[config.mk]
export PLATFORM = sky130hd
export DESIGN_NAME = decompose_top
export DESIGN_NICKNAME = d
export VERILOG_FILES = /design/src/abr_params_pkg.sv /design/src/decompose_defines_pkg.sv /design/src/dcmp_collect.sv /design/src/dcmp_feed.sv /design/src/decompose_ctrl.sv /design/src/decompose_lane.sv /design/src/decompose_top.sv
export SDC_FILE = /design/constraint.sdc
export NUM_CORES = 1
export LEC_CHECK = 0
export BUFFER_PORTS_ARGS = -buffer_cell sky130_fd_sc_hd__clkbuf_2
export CAP_MARGIN = 20
export CORE_AREA = 2 2 212 214
export CTS_BUF_LIST = sky130_fd_sc_hd__clkbuf_4 sky130_fd_sc_hd__clkbuf_8
export DETAILED_ROUTE_END_ITERATION = 10
export DIE_AREA = 0 0 214 216
export GPL_ROUTABILITY_DRIVEN = 0
export PLACE_DENSITY = 0.91
export SYNTH_ARGS = -nofsm -noshare
export SYNTH_HDL_FRONTEND = slang
export SYNTH_SLANG_ARGS = --single-unit
[constraint.sdc]
create_clock -name clk -period 13.8 [get_ports clk]
set_input_delay 3.45 -clock clk [delete_from_list [all_inputs] [get_ports clk]]
set_output_delay 3.45 -clock clk [all_outputs]
set_load 0.01 [all_outputs]
[src/abr_params_pkg.sv]
package abr_params_pkg;

    // --------------------
    // Memory geometry
    // --------------------

    // Word address into the shared polynomial memory
    localparam int ABR_MEM_ADDR_WIDTH = 15;

    // One word carries four 24-bit coefficient slots
    localparam int ABR_MEM_DATA_WIDTH = 96;

    // --------------------
    // Request encoding
    // --------------------

    // Command presented on a request port each cycle
    typedef enum logic [1:0] {
        RW_IDLE  = 2'b00,
        RW_READ  = 2'b01,
        RW_WRITE = 2'b10
    } rw_cmd_e;

    // Request bundle seen by the memory
    // Reads return data one cycle later, writes take data in the same cycle
    typedef struct packed {
        rw_cmd_e                       rd_wr_en;
        logic [ABR_MEM_ADDR_WIDTH-1:0] addr;
    } mem_if_t;

endpackage

[src/decompose_defines_pkg.sv]
package decompose_defines_pkg;

    // --------------------
    // Ring parameters
    // --------------------

    localparam int DILITHIUM_Q = 8380417;
    localparam int DILITHIUM_N = 256;
    localparam int DILITHIUM_K = 8;

    // gamma2 = (q-1)/32, decompose splits on multiples of 2*gamma2
    localparam int DCMP_GAMMA2     = 261888;
    localparam int DCMP_TWO_GAMMA2 = 2 * DCMP_GAMMA2;

    // --------------------
    // Word layout
    // --------------------

    localparam int DCMP_LANES       = 4;
    localparam int DCMP_WORDS       = DILITHIUM_K * DILITHIUM_N / DCMP_LANES;
    localparam int DCMP_COEFF_WIDTH = 23;
    localparam int DCMP_COEFF_SLOT  = 24;
    localparam int DCMP_R1_WIDTH    = 4;

    // Rounded high part reaches this value only for r >= q - gamma2
    localparam int DCMP_HI_WRAP = (DILITHIUM_Q - 1) / DCMP_TWO_GAMMA2;

    // Division by 2*gamma2 = 512 * 1023
    // floor(y / 1023) == ((y + 1) * 1025) >> 20 for the y range seen here
    localparam int DCMP_PRE_SHIFT   = 9;
    localparam int DCMP_RECIP_MULT  = 1025;
    localparam int DCMP_RECIP_SHIFT = 20;

    // --------------------
    // FSM states
    // --------------------

    typedef enum logic {
        DCMP_RD_IDLE = 1'b0,
        DCMP_RD_MEM  = 1'b1
    } dcmp_read_state_e;

    typedef enum logic {
        DCMP_WR_IDLE = 1'b0,
        DCMP_WR_MEM  = 1'b1
    } dcmp_write_state_e;

    // --------------------
    // Lane bundles
    // --------------------

    typedef struct packed {
        logic                        valid;
        logic [DCMP_COEFF_WIDTH-1:0] coeff;
    } dcmp_lane_in_t;

    typedef struct packed {
        logic                        valid;
        logic [DCMP_R1_WIDTH-1:0]    r1;
        logic [DCMP_COEFF_WIDTH-1:0] r0;
    } dcmp_lane_out_t;

endpackage

[src/dcmp_collect.sv]
module dcmp_collect (
    input  logic                                          clk,
    input  logic                                          reset_n,
    input  logic                                          zeroize,
    input  decompose_defines_pkg::dcmp_lane_out_t [decompose_defines_pkg::DCMP_LANES-1:0] lane_out,
    output logic [abr_params_pkg::ABR_MEM_DATA_WIDTH-1:0] mem_wr_data,
    output logic                                          r1_valid,
    output logic [15:0]                                   r1_data
);

    localparam int SLOT  = decompose_defines_pkg::DCMP_COEFF_SLOT;
    localparam int R1W   = decompose_defines_pkg::DCMP_R1_WIDTH;
    localparam int LANES = decompose_defines_pkg::DCMP_LANES;

    logic                                          lanes_valid;
    logic [abr_params_pkg::ABR_MEM_DATA_WIDTH-1:0] r0_word;
    logic [LANES*R1W-1:0]                          r1_word;

    // Lanes run in lockstep
    assign lanes_valid = lane_out[0].valid;

    // --------------------
    // Word packing
    // --------------------

    always_comb begin
        r0_word = '0;
        r1_word = '0;
        for (int i = 0; i < LANES; i++) begin
            r0_word[i*SLOT +: SLOT] = {1'b0, lane_out[i].r0};
            r1_word[i*R1W +: R1W]   = lane_out[i].r1;
        end
    end

    always_ff @(posedge clk) begin
        if (lanes_valid) begin
            mem_wr_data <= r0_word;
            r1_data     <= r1_word;
        end
    end

    // Lines up with the write strobe from the controller
    always_ff @(posedge clk or negedge reset_n) begin
        if (!reset_n) begin
            r1_valid <= 1'b0;
        end else if (zeroize) begin
            r1_valid <= 1'b0;
        end else begin
            r1_valid <= lanes_valid;
        end
    end

endmodule

[src/dcmp_feed.sv]
module dcmp_feed (
    input  logic                                          clk,
    input  logic                                          reset_n,
    input  logic                                          zeroize,
    input  logic                                          mod_enable,
    input  logic [abr_params_pkg::ABR_MEM_DATA_WIDTH-1:0] mem_rd_data,
    output decompose_defines_pkg::dcmp_lane_in_t [decompose_defines_pkg::DCMP_LANES-1:0] lane_in
);

    localparam int SLOT = decompose_defines_pkg::DCMP_COEFF_SLOT;
    localparam int CW   = decompose_defines_pkg::DCMP_COEFF_WIDTH;

    logic                                          rd_valid_d;
    logic                                          word_valid;
    logic [abr_params_pkg::ABR_MEM_DATA_WIDTH-1:0] word_q;

    // Memory answers one cycle after the strobe, so the strobe trails it here
    always_ff @(posedge clk or negedge reset_n) begin
        if (!reset_n) begin
            rd_valid_d <= 1'b0;
            word_valid <= 1'b0;
        end else if (zeroize) begin
            rd_valid_d <= 1'b0;
            word_valid <= 1'b0;
        end else begin
            rd_valid_d <= mod_enable;
            word_valid <= rd_valid_d;
        end
    end

    always_ff @(posedge clk) begin
        if (rd_valid_d) begin
            word_q <= mem_rd_data;
        end
    end

    // Slot top bits carry nothing
    always_comb begin
        for (int i = 0; i < decompose_defines_pkg::DCMP_LANES; i++) begin
            lane_in[i].valid = word_valid;
            lane_in[i].coeff = word_q[i*SLOT +: CW];
        end
    end

endmodule

[src/decompose_ctrl.sv]
module decompose_ctrl (
    input  logic                                         clk,
    input  logic                                         reset_n,
    input  logic                                         zeroize,
    input  logic                                         decompose_enable,
    input  logic [abr_params_pkg::ABR_MEM_ADDR_WIDTH-1:0] src_base_addr,
    input  logic [abr_params_pkg::ABR_MEM_ADDR_WIDTH-1:0] dest_base_addr,
    input  logic                                         r0_ready,
    output abr_params_pkg::mem_if_t                      mem_rd_req,
    output abr_params_pkg::mem_if_t                      mem_wr_req,
    output logic                                         mod_enable,
    output logic                                         decompose_done
);

    localparam int AW = abr_params_pkg::ABR_MEM_ADDR_WIDTH;

    logic [AW-1:0] rd_addr;
    logic [AW-1:0] wr_addr;
    logic [AW-1:0] rd_last_addr;
    logic [AW-1:0] wr_last_addr;
    logic          rd_last;
    logic          wr_last;
    logic          rd_busy;

    decompose_defines_pkg::dcmp_read_state_e  rd_state;
    decompose_defines_pkg::dcmp_read_state_e  rd_state_nxt;
    decompose_defines_pkg::dcmp_write_state_e wr_state;
    decompose_defines_pkg::dcmp_write_state_e wr_state_nxt;

    // --------------------
    // Last-address detection
    // --------------------

    assign rd_last_addr = src_base_addr + AW'(decompose_defines_pkg::DCMP_WORDS - 1);
    assign wr_last_addr = dest_base_addr + AW'(decompose_defines_pkg::DCMP_WORDS - 1);
    assign rd_last      = (rd_addr == rd_last_addr);
    assign wr_last      = (wr_addr == wr_last_addr);

    assign rd_busy        = (rd_state == decompose_defines_pkg::DCMP_RD_MEM);
    assign decompose_done = (rd_state == decompose_defines_pkg::DCMP_RD_IDLE) &&
                            (wr_state == decompose_defines_pkg::DCMP_WR_IDLE);

    // --------------------
    // Read side
    // --------------------

    // Start only when the whole job has drained, otherwise the enable is dropped
    always_comb begin
        rd_state_nxt = rd_state;
        case (rd_state)
            decompose_defines_pkg::DCMP_RD_IDLE: begin
                if (decompose_enable && decompose_done) begin
                    rd_state_nxt = decompose_defines_pkg::DCMP_RD_MEM;
                end
            end
            decompose_defines_pkg::DCMP_RD_MEM: begin
                if (rd_last) begin
                    rd_state_nxt = decompose_defines_pkg::DCMP_RD_IDLE;
                end
            end
            default: rd_state_nxt = decompose_defines_pkg::DCMP_RD_IDLE;
        endcase
    end

    always_ff @(posedge clk or negedge reset_n) begin
        if (!reset_n) begin
            rd_state <= decompose_defines_pkg::DCMP_RD_IDLE;
            rd_addr  <= '0;
        end else if (zeroize) begin
            rd_state <= decompose_defines_pkg::DCMP_RD_IDLE;
            rd_addr  <= '0;
        end else begin
            rd_state <= rd_state_nxt;
            // Idle keeps the base loaded so the first read needs no extra cycle
            if (!rd_busy) begin
                rd_addr <= src_base_addr;
            end else begin
                rd_addr <= rd_addr + AW'(1);
            end
        end
    end

    // --------------------
    // Write side
    // --------------------

    // First lane output while reads run marks the head of the result stream
    always_comb begin
        wr_state_nxt = wr_state;
        case (wr_state)
            decompose_defines_pkg::DCMP_WR_IDLE: begin
                if (rd_busy && r0_ready) begin
                    wr_state_nxt = decompose_defines_pkg::DCMP_WR_MEM;
                end
            end
            decompose_defines_pkg::DCMP_WR_MEM: begin
                if (wr_last) begin
                    wr_state_nxt = decompose_defines_pkg::DCMP_WR_IDLE;
                end
            end
            default: wr_state_nxt = decompose_defines_pkg::DCMP_WR_IDLE;
        endcase
    end

    always_ff @(posedge clk or negedge reset_n) begin
        if (!reset_n) begin
            wr_state <= decompose_defines_pkg::DCMP_WR_IDLE;
            wr_addr  <= '0;
        end else if (zeroize) begin
            wr_state <= decompose_defines_pkg::DCMP_WR_IDLE;
            wr_addr  <= '0;
        end else begin
            wr_state <= wr_state_nxt;
            if (wr_state == decompose_defines_pkg::DCMP_WR_IDLE) begin
                wr_addr <= dest_base_addr;
            end else begin
                wr_addr <= wr_addr + AW'(1);
            end
        end
    end

    // --------------------
    // Request outputs
    // --------------------

    assign mod_enable = rd_busy;

    always_comb begin
        mem_rd_req.rd_wr_en = rd_busy ? abr_params_pkg::RW_READ : abr_params_pkg::RW_IDLE;
        mem_rd_req.addr     = rd_addr;
        mem_wr_req.rd_wr_en = (wr_state == decompose_defines_pkg::DCMP_WR_MEM) ?
                              abr_params_pkg::RW_WRITE : abr_params_pkg::RW_IDLE;
        mem_wr_req.addr     = wr_addr;
    end

endmodule

[src/decompose_lane.sv]
module decompose_lane (
    input  logic                                  clk,
    input  logic                                  reset_n,
    input  logic                                  zeroize,
    input  decompose_defines_pkg::dcmp_lane_in_t  lane_in,
    output decompose_defines_pkg::dcmp_lane_out_t lane_out
);

    localparam int CW  = decompose_defines_pkg::DCMP_COEFF_WIDTH;
    localparam int R1W = decompose_defines_pkg::DCMP_R1_WIDTH;
    localparam int SW  = CW + 1;
    localparam int YW  = SW - decompose_defines_pkg::DCMP_PRE_SHIFT;
    localparam int PW  = decompose_defines_pkg::DCMP_RECIP_SHIFT + R1W + 1;

    // Stage 1 signals
    logic [SW-1:0]    round_sum;
    logic [YW-1:0]    sum_hi;
    logic [PW-1:0]    recip_prod;
    logic             s1_valid;
    logic [CW-1:0]    s1_coeff;
    logic [R1W:0]     s1_hi;

    // Stage 2 signals
    logic [CW-1:0]    hi_mult;
    logic [SW-1:0]    r0_centered;
    logic [SW-1:0]    r0_adj;
    logic [SW-1:0]    r0_mod;
    logic             wrap;
    logic             out_valid;
    logic [R1W-1:0]   out_r1;
    logic [CW-1:0]    out_r0;

    // --------------------
    // Stage 1
    // --------------------

    // hi = floor((r + gamma2 - 1) / (2*gamma2)), so r - hi*2*gamma2 lies in (-gamma2, gamma2]
    assign round_sum  = {1'b0, lane_in.coeff} + SW'(decompose_defines_pkg::DCMP_GAMMA2 - 1);
    assign sum_hi     = round_sum[SW-1:decompose_defines_pkg::DCMP_PRE_SHIFT];
    assign recip_prod = (PW'(sum_hi) + PW'(1)) * PW'(decompose_defines_pkg::DCMP_RECIP_MULT);

    always_ff @(posedge clk) begin
        s1_coeff <= lane_in.coeff;
        s1_hi    <= recip_prod[PW-1:decompose_defines_pkg::DCMP_RECIP_SHIFT];
    end

    // --------------------
    // Stage 2
    // --------------------

    assign hi_mult     = CW'(s1_hi) * CW'(decompose_defines_pkg::DCMP_TWO_GAMMA2);
    assign r0_centered = {1'b0, s1_coeff} - {1'b0, hi_mult};

    // r - r0 == q-1 exactly when hi hits the top value
    assign wrap   = (s1_hi == (R1W+1)'(decompose_defines_pkg::DCMP_HI_WRAP));
    assign r0_adj = r0_centered - SW'(wrap);
    assign r0_mod = r0_adj[SW-1] ? r0_adj + SW'(decompose_defines_pkg::DILITHIUM_Q) : r0_adj;

    always_ff @(posedge clk) begin
        out_r1 <= wrap ? '0 : s1_hi[R1W-1:0];
        out_r0 <= r0_mod[CW-1:0];
    end

    always_ff @(posedge clk or negedge reset_n) begin
        if (!reset_n) begin
            s1_valid  <= 1'b0;
            out_valid <= 1'b0;
        end else if (zeroize) begin
            s1_valid  <= 1'b0;
            out_valid <= 1'b0;
        end else begin
            s1_valid  <= lane_in.valid;
            out_valid <= s1_valid;
        end
    end

    assign lane_out.valid = out_valid;
    assign lane_out.r1    = out_r1;
    assign lane_out.r0    = out_r0;

endmodule

[src/decompose_top.sv]
module decompose_top (
    input  logic                                          clk,
    input  logic                                          reset_n,
    input  logic                                          zeroize,
    input  logic                                          decompose_enable,
    input  logic [abr_params_pkg::ABR_MEM_ADDR_WIDTH-1:0] src_base_addr,
    input  logic [abr_params_pkg::ABR_MEM_ADDR_WIDTH-1:0] dest_base_addr,
    output abr_params_pkg::mem_if_t                       mem_rd_req,
    input  logic [abr_params_pkg::ABR_MEM_DATA_WIDTH-1:0] mem_rd_data,
    output abr_params_pkg::mem_if_t                       mem_wr_req,
    output logic [abr_params_pkg::ABR_MEM_DATA_WIDTH-1:0] mem_wr_data,
    output logic                                          r1_valid,
    output logic [15:0]                                   r1_data,
    output logic                                          decompose_done
);

    logic mod_enable;

    decompose_defines_pkg::dcmp_lane_in_t  [decompose_defines_pkg::DCMP_LANES-1:0] lane_in;
    decompose_defines_pkg::dcmp_lane_out_t [decompose_defines_pkg::DCMP_LANES-1:0] lane_out;

    decompose_ctrl u_ctrl (
        .clk              (clk),
        .reset_n          (reset_n),
        .zeroize          (zeroize),
        .decompose_enable (decompose_enable),
        .src_base_addr    (src_base_addr),
        .dest_base_addr   (dest_base_addr),
        .r0_ready         (lane_out[0].valid),
        .mem_rd_req       (mem_rd_req),
        .mem_wr_req       (mem_wr_req),
        .mod_enable       (mod_enable),
        .decompose_done   (decompose_done)
    );

    dcmp_feed u_feed (
        .clk         (clk),
        .reset_n     (reset_n),
        .zeroize     (zeroize),
        .mod_enable  (mod_enable),
        .mem_rd_data (mem_rd_data),
        .lane_in     (lane_in)
    );

    // One lane per coefficient slot
    for (genvar g = 0; g < decompose_defines_pkg::DCMP_LANES; g++) begin : g_lane
        decompose_lane u_lane (
            .clk      (clk),
            .reset_n  (reset_n),
            .zeroize  (zeroize),
            .lane_in  (lane_in[g]),
            .lane_out (lane_out[g])
        );
    end

    dcmp_collect u_collect (
        .clk         (clk),
        .reset_n     (reset_n),
        .zeroize     (zeroize),
        .lane_out    (lane_out),
        .mem_wr_data (mem_wr_data),
        .r1_valid    (r1_valid),
        .r1_data     (r1_data)
    );

endmodule

==> out/results.ini, run 1 <==
[timing]
final_hold_viol_count=0
skew_ns=0.0262
fmax_ghz=0.144
report.final.slew_viol_count=0
rsz0062_at_grt=false
fin_setup_tns_ns=0
finalCriticalPeriod_ns=6.96
max_slew_margin=0.367
holdWs_ns=0.358
period_share=0.504
worst_pin_slew_ns=0.947
setup_slack_ns=6.84
setup_viol=0

[synthesis]
synth-seq-cells=457
async_flop_share=0.0810
ys.warnings.count=0
syn_area_per_cell_um2=10.2
synth_top_cell_by_area=edfxtp_1
syn_area_um2=26800
postSynthCellCount=2627
ys.flop_type=dfxtp_1
synth_top_area_frac=0.224
synth_edf_count=200
synth_cell_types=95
ys_seq_area_frac=0.423
synth.most_common_cell=inv_1
synth_area_leaders=edfxtp_1 22%, dfxtp_1 16%, ha_1 13%
synth_top_cells_by_count=290 x inv_1, 272 x ha_1, 220 x dfxtp_1

[clocking]
clk_pin_slew_ns=0.06
cts_inserted_buffers=74
ctsResizeCount=0
clock_path_buffers=3
ctsHoldBuffers=0
insertion_delay_ns=0.65
cts_setup_buffers=0
root_buffer=clkbuf_8
cts_tree=done
cts_sinks=457
htreeDepth=3

[worst_setup_path]
reg2reg_depth=26
cp_slowest_cell=fa_1
crit_required_ns=14.32
rrSetupSlack_ns=6.84
critPathCaptureType=register
r2r_start=g_lane[0].u_lane.s1_hi[2]$_DFF_P_
arrival_ns=7.48
reg2reg_to=g_lane[0].u_lane.out_r0[21]$_DFF_P_
slowest_delay_ns=0.65
start_kind=register
critPathKind=reg -> reg
crit_path_max_fanout=12

[worst_hold_path]
hold_end=g_lane[1].u_lane.s1_coeff[7]$_DFF_P_
hp-start=u_feed.word_q[31]$_DFFE_PP_
hold_path_depth=0
hp-class=reg -> reg

[global_route]
grt_first_pass_wirelength_um=101000
grt_usage=0.265
antenna_found_initial=10
grt_overflow=0
grt_max_degree=70
grt_pass1_vias=21200

[routing]
firstDrtPassIters=6
routed_wl_um=61900
via_count=21000
post_drt_wl_per_cell_um=17.3
avgViaCountPerCell=5.85
first_iter_violations=1421
drc=0
ant_nets=0

[floorplan]
ioPinCount=278
start_util=0.612
rows=77
dieHeight_um=216
die_w_um=214
dieArea_um2=46200
fp.coreArea_um2=43800

[placed_design]
dp_worst_setup_slack_ns=6.91
dpl.hpwl_um=46300
port_buffers=267
dpl.cell_count=3442

[final_layout]
synthToLayoutAreaGrowth_pct=13.4
nets=3364
drive_above_1_share=0.149
final_cells=3583

[job]
maxCapViolCount=0

[power]
power.density_nw_per_um2=235
peakVddDrop_uv=182
p_leak_nw=13.3

[run_status]
status=finished, final reports clean

[registers in the layout (all words and copies together), names as in the netlist]
register,flops
g_lane.u_lane.s1_coeff,92
u_collect.mem_wr_data,92
u_feed.word_valid,1
g_lane.u_lane.s1_valid,1
u_ctrl.wr_state,1
u_ctrl.rd_addr,15
g_lane.u_lane.out_valid,1
u_ctrl.mod_enable,1
u_collect.r1_valid,1
u_feed.rd_valid_d,1
u_feed.word_q,92
g_lane.u_lane.out_r0,92
u_collect.r1_data,16
g_lane.u_lane.out_r1,16
g_lane.u_lane.s1_hi,20
u_ctrl.wr_addr,15
[worst max-delay path, delay by kind of cell (launching register included)]
kind / cells / cell delay, ns
buf+inv: 4 / 0.44
fa+ha+maj: 6 / 2.60
flops: 1 / 0.39
compound gates: 9 / 1.94
simple gates: 5 / 1.23
xor+xnor: 2 / 0.24
[cells by family (layout without fill, tap and decap cells)]
kind of cell | after synthesis | count (layout) | synth area share
AO/OA/AOI/OAI | 469 | 469 | 0.120
XOR/XNOR | 305 | 305 | 0.0996
adder cells (fa/ha/maj) | 308 | 308 | 0.154
buffers and inverters | 349 | 701 | 0.0503
flip-flops | 457 | 457 | 0.423
multiplexers | 19 | 19 | 0.00714
other | 1 | 13 | 0.000140
AND/OR/NAND/NOR | 719 | 719 | 0.146
[power by group]
part	internal, mW	switching [mW]
clock network	0.764	0.535
registers	1.64	0.0724
logic	1.71	2.44
total	4.12	3.04
[stage by stage]
| stage | utilization | instance area, µm² | power (mW) |
|---|---|---|---|
| after floorplan | - | 26900 | 4.94 |
| after global placement | 0.655 | 28700 | 5.53 |
| after detailed placement | 0.655 | 28700 | 5.75 |
| after CTS | 0.694 | 30400 | 7.13 |
| after global routing | 0.694 | 30400 | 7.72 |
| final | 0.694 | 30400 | 7.16 |
[area by class of cell]
class | instances | area (µm²)
multi-input combinational | 1830 | 14200
fill | 3001 | 13400
sequential | 457 | 11300
clock buffer | 114 | 1400
timing repair buffer | 273 | 1380
inverter | 290 | 1090
tap | 592 | 741
clock inverter | 24 | 284
antenna | 3 | 7.51
[cell usage in the layout, fill, tap and decap left out, types with 15 or more instances in the layout]
| master | instances |
|---|---|
| nor2b_1 | 26 |
| nor4_1 | 28 |
| or4_1 | 20 |
| dfxtp_1 | 220 |
| and2_1 | 19 |
| nor4b_1 | 15 |
| a31oi_1 | 24 |
| nand2_1 | 104 |
| and3_1 | 38 |
| dfrtp_1 | 35 |
| edfxtp_1 | 200 |
| o21ai_0 | 83 |
| nor3_1 | 60 |
| a211oi_1 | 44 |
| mux2i_1 | 18 |
| a21oi_1 | 96 |
| xnor2_1 | 204 |
| fa_1 | 36 |
| clkbuf_2 | 267 |
| o21bai_1 | 25 |
| inv_1 | 290 |
| clkbuf_4 | 27 |
| clkbuf_8 | 87 |
| or3_1 | 21 |
| nor2_1 | 162 |
| nand4_1 | 39 |
| a21o_1 | 34 |
| xor2_1 | 101 |
| ha_1 | 272 |
| nand2b_1 | 31 |
| nand3_1 | 72 |
[metal layers]
metal  vias up  track usage  share of wire
met5         -            0         0.0015
li1       9972            -              -
met4        14        0.143          0.046
met2       941        0.456           0.49
met3       251       0.0600          0.071
met1      9799        0.308           0.39
[how the worst max path moves through the flow]
stage / from / to / slack [ns]
CTS: g_lane[0].u_lane.s1_hi[2]$_DFF_P_ / g_lane[0].u_lane.out_r0[21]$_DFF_P_ / 6.87
finish: g_lane[0].u_lane.s1_hi[2]$_DFF_P_ / g_lane[0].u_lane.out_r0[21]$_DFF_P_ / 6.84
global placement: g_lane[0].u_lane.s1_hi[2]$_DFF_P_ / g_lane[0].u_lane.out_r0[21]$_DFF_P_ / 7.18
detailed placement: g_lane[0].u_lane.s1_hi[2]$_DFF_P_ / g_lane[0].u_lane.out_r0[21]$_DFF_P_ / 6.91
global route: g_lane[0].u_lane.s1_hi[2]$_DFF_P_ / g_lane[0].u_lane.out_r0[21]$_DFF_P_ / 6.39
floorplan: g_lane[1].u_lane.s1_hi[2]$_DFF_P_ / g_lane[1].u_lane.out_r0[21]$_DFF_P_ / 7.68
Power figures use the tool's default switching activity.
==> inputs of run 2 (changes only) <==
==> constraint.sdc (replaced) <==
create_clock -name clk -period 6.63 [get_ports clk]
set_input_delay 1.6575 -clock clk [delete_from_list [all_inputs] [get_ports clk]]
set_output_delay 1.6575 -clock clk [all_outputs]
set_load 0.01 [all_outputs]
==> out/results.ini, run 2 (synthesis results as in run 1) <==
[floorplan]
ioPinCount=278
fp.coreArea_um2=43800
start_util=0.612
die_w_um=214
rows=77
dieArea_um2=46200
dieHeight_um=216

[final_layout]
n_fill_cell=3017
final_cells=3587
register_area_um2=11300
drive_above_1_share=0.154
layout_commonest_cell=inv_1
mostFrequentLayoutCells=290 x inv_1, 272 x ha_1, 267 x clkbuf_2
final_util=0.693
final_area_um2=30400
multiInputGateArea_um2=14200
synthToLayoutAreaGrowth_pct=13.3
nets=3367

[global_route]
grt_overflow=0
antenna_found_initial=10
grt_first_pass_wirelength_um=101000
grt_max_degree=70
grt_usage=0.266
grt_pass1_vias=21100

[routing]
first_iter_violations=1454
post_drt_wl_per_cell_um=17.4
avgViaCountPerCell=5.88
routed_wl_um=62400
firstDrtPassIters=9
ant_nets=0
drc=0
via_count=21100

[power]
intPower_mw=8.51
p_sw_mw=6.33
peakVddDrop_uv=358
combPwrFrac=0.587
p_leak_nw=13.2
seq_power_share=0.241
power.density_nw_per_um2=488
p_sw_frac=0.427
clkPwrFrac=0.172

[run_status]
status=finished, final reports clean

[clocking]
htreeDepth=3
clock_path_buffers=3
clk_pin_slew_ns=0.07
cts_inserted_buffers=72
cts_sinks=457
cts_tree=done
root_buffer=clkbuf_8
insertion_delay_ns=0.66
ctsHoldBuffers=0

[placed_design]
dpl.cell_count=3445
placed_cell_area_um2=28800
port_buffers=267
dpl.hpwl_um=46900

[timing]
period_share=0.953
setup_viol=0
skew_ns=0.0215
finalCriticalPeriod_ns=6.32
final_hold_viol_count=0
fin_setup_tns_ns=0
fmax_ghz=0.158
report.final.slew_viol_count=0
worst_pin_slew_ns=0.978
max_slew_margin=0.347

[worst_hold_path]
hp-class=reg -> reg

[worst_setup_path]
crit_path_max_fanout=8
critPathKind=reg -> reg
arrival_ns=6.83
crit_required_ns=7.14
critPathCaptureType=register
start_kind=register

[job]
maxCapViolCount=0

## run 2: worst max-delay path: stages (launching register included)
cell and delay [ns]:
dfxtp_2 0.37, fa_2 0.62, inv_1 0.08, fa_1 0.48, fa_1 0.53, inv_1 0.05, ha_1 0.34, a21oi_2 0.19
o21bai_1 0.09, a21o_1 0.23, a21oi_1 0.15, o21bai_1 0.12, xor2_1 0.17, ha_1 0.29, inv_1 0.04, ha_1 0.35
a21o_1 0.21, or2_2 0.28, a2111oi_2 0.31, nor4_1 0.11, a311oi_2 0.39, buf_4 0.24, and3_2 0.26, a31oi_1 0.11
xnor2_1 0.16
## run 2: area by class of cell
| type | count | share of cell area |
|---|---|---|
| multi-input cells | 1830 | 0.468 |
| clock buffers | 113 | 0.0448 |
| clock inverters | 21 | 0.00655 |
| flip-flops and latches | 457 | 0.373 |
| repair buffers | 278 | 0.0468 |
| inverters | 290 | 0.0358 |
| diodes | 6 | 0.000494 |
| well taps | 592 | 0.0244 |
## run 2: per-stage QoR
step	hold slack, ns	setup WS, ns	total power [mW]
finish	0.360	0.314	14.8
CTS	0.364	0.203	14.6
floorplan	0.339	0.511	10.3
global route	0.372	-0.0535	16.0
global placement	0.346	0.260	11.5
detailed placement	0.352	0.0230	12.0
## run 2: layer usage
metal | track usage | part of all wire | vias to the layer above
met5 | 0 | 0.00083 | -
met1 | 0.306 | 0.39 | 9815
li1 | - | - | 10000
met3 | 0.0622 | 0.076 | 257
met4 | 0.149 | 0.051 | 8
met2 | 0.459 | 0.49 | 1018
## run 2: power by group through the flow
stage          clock network (mW)  registers (mW)  logic, mW
2_1_floorplan                   0            3.58       6.69
3_3_place_gp                    0            3.61       7.94
3_5_place_dp                    0            3.63       8.36
4_1_cts                      2.60            3.57       8.45
5_1_grt                      2.72            3.60       9.65
6_report                     2.54            3.57       8.71
## run 2: path summary, 6_finish.rpt
| path | start | end | slack, ns | cells past startpoint |
|---|---|---|---|---|
| min in group asynchronous | reset_n | u_ctrl.wr_addr[3]$_DFF_PN0_ | 1.14 | 1 |
| max | g_lane[1].u_lane.s1_hi[2]$_DFF_P_ | g_lane[1].u_lane.out_r0[4]$_DFF_P_ | 0.31 | 24 |
| min reg2reg | u_feed.word_q[55]$_DFFE_PP_ | g_lane[2].u_lane.s1_coeff[7]$_DFF_P_ | 0.36 | 0 |
| max reg2reg | g_lane[1].u_lane.s1_hi[2]$_DFF_P_ | g_lane[1].u_lane.out_r0[4]$_DFF_P_ | 0.31 | 24 |
| min | u_feed.word_q[55]$_DFFE_PP_ | g_lane[2].u_lane.s1_coeff[7]$_DFF_P_ | 0.36 | 0 |
| max in group asynchronous | reset_n | u_feed.rd_valid_d$_DFF_PN0_ | 4.80 | 1 |
## run 2: repair_timing
item,in CTS,in global routing
cloned,0,1
endpoints found under the setup margin,1,39
resized for setup,1,14
setup buffers,0,1
pin swaps,0,1
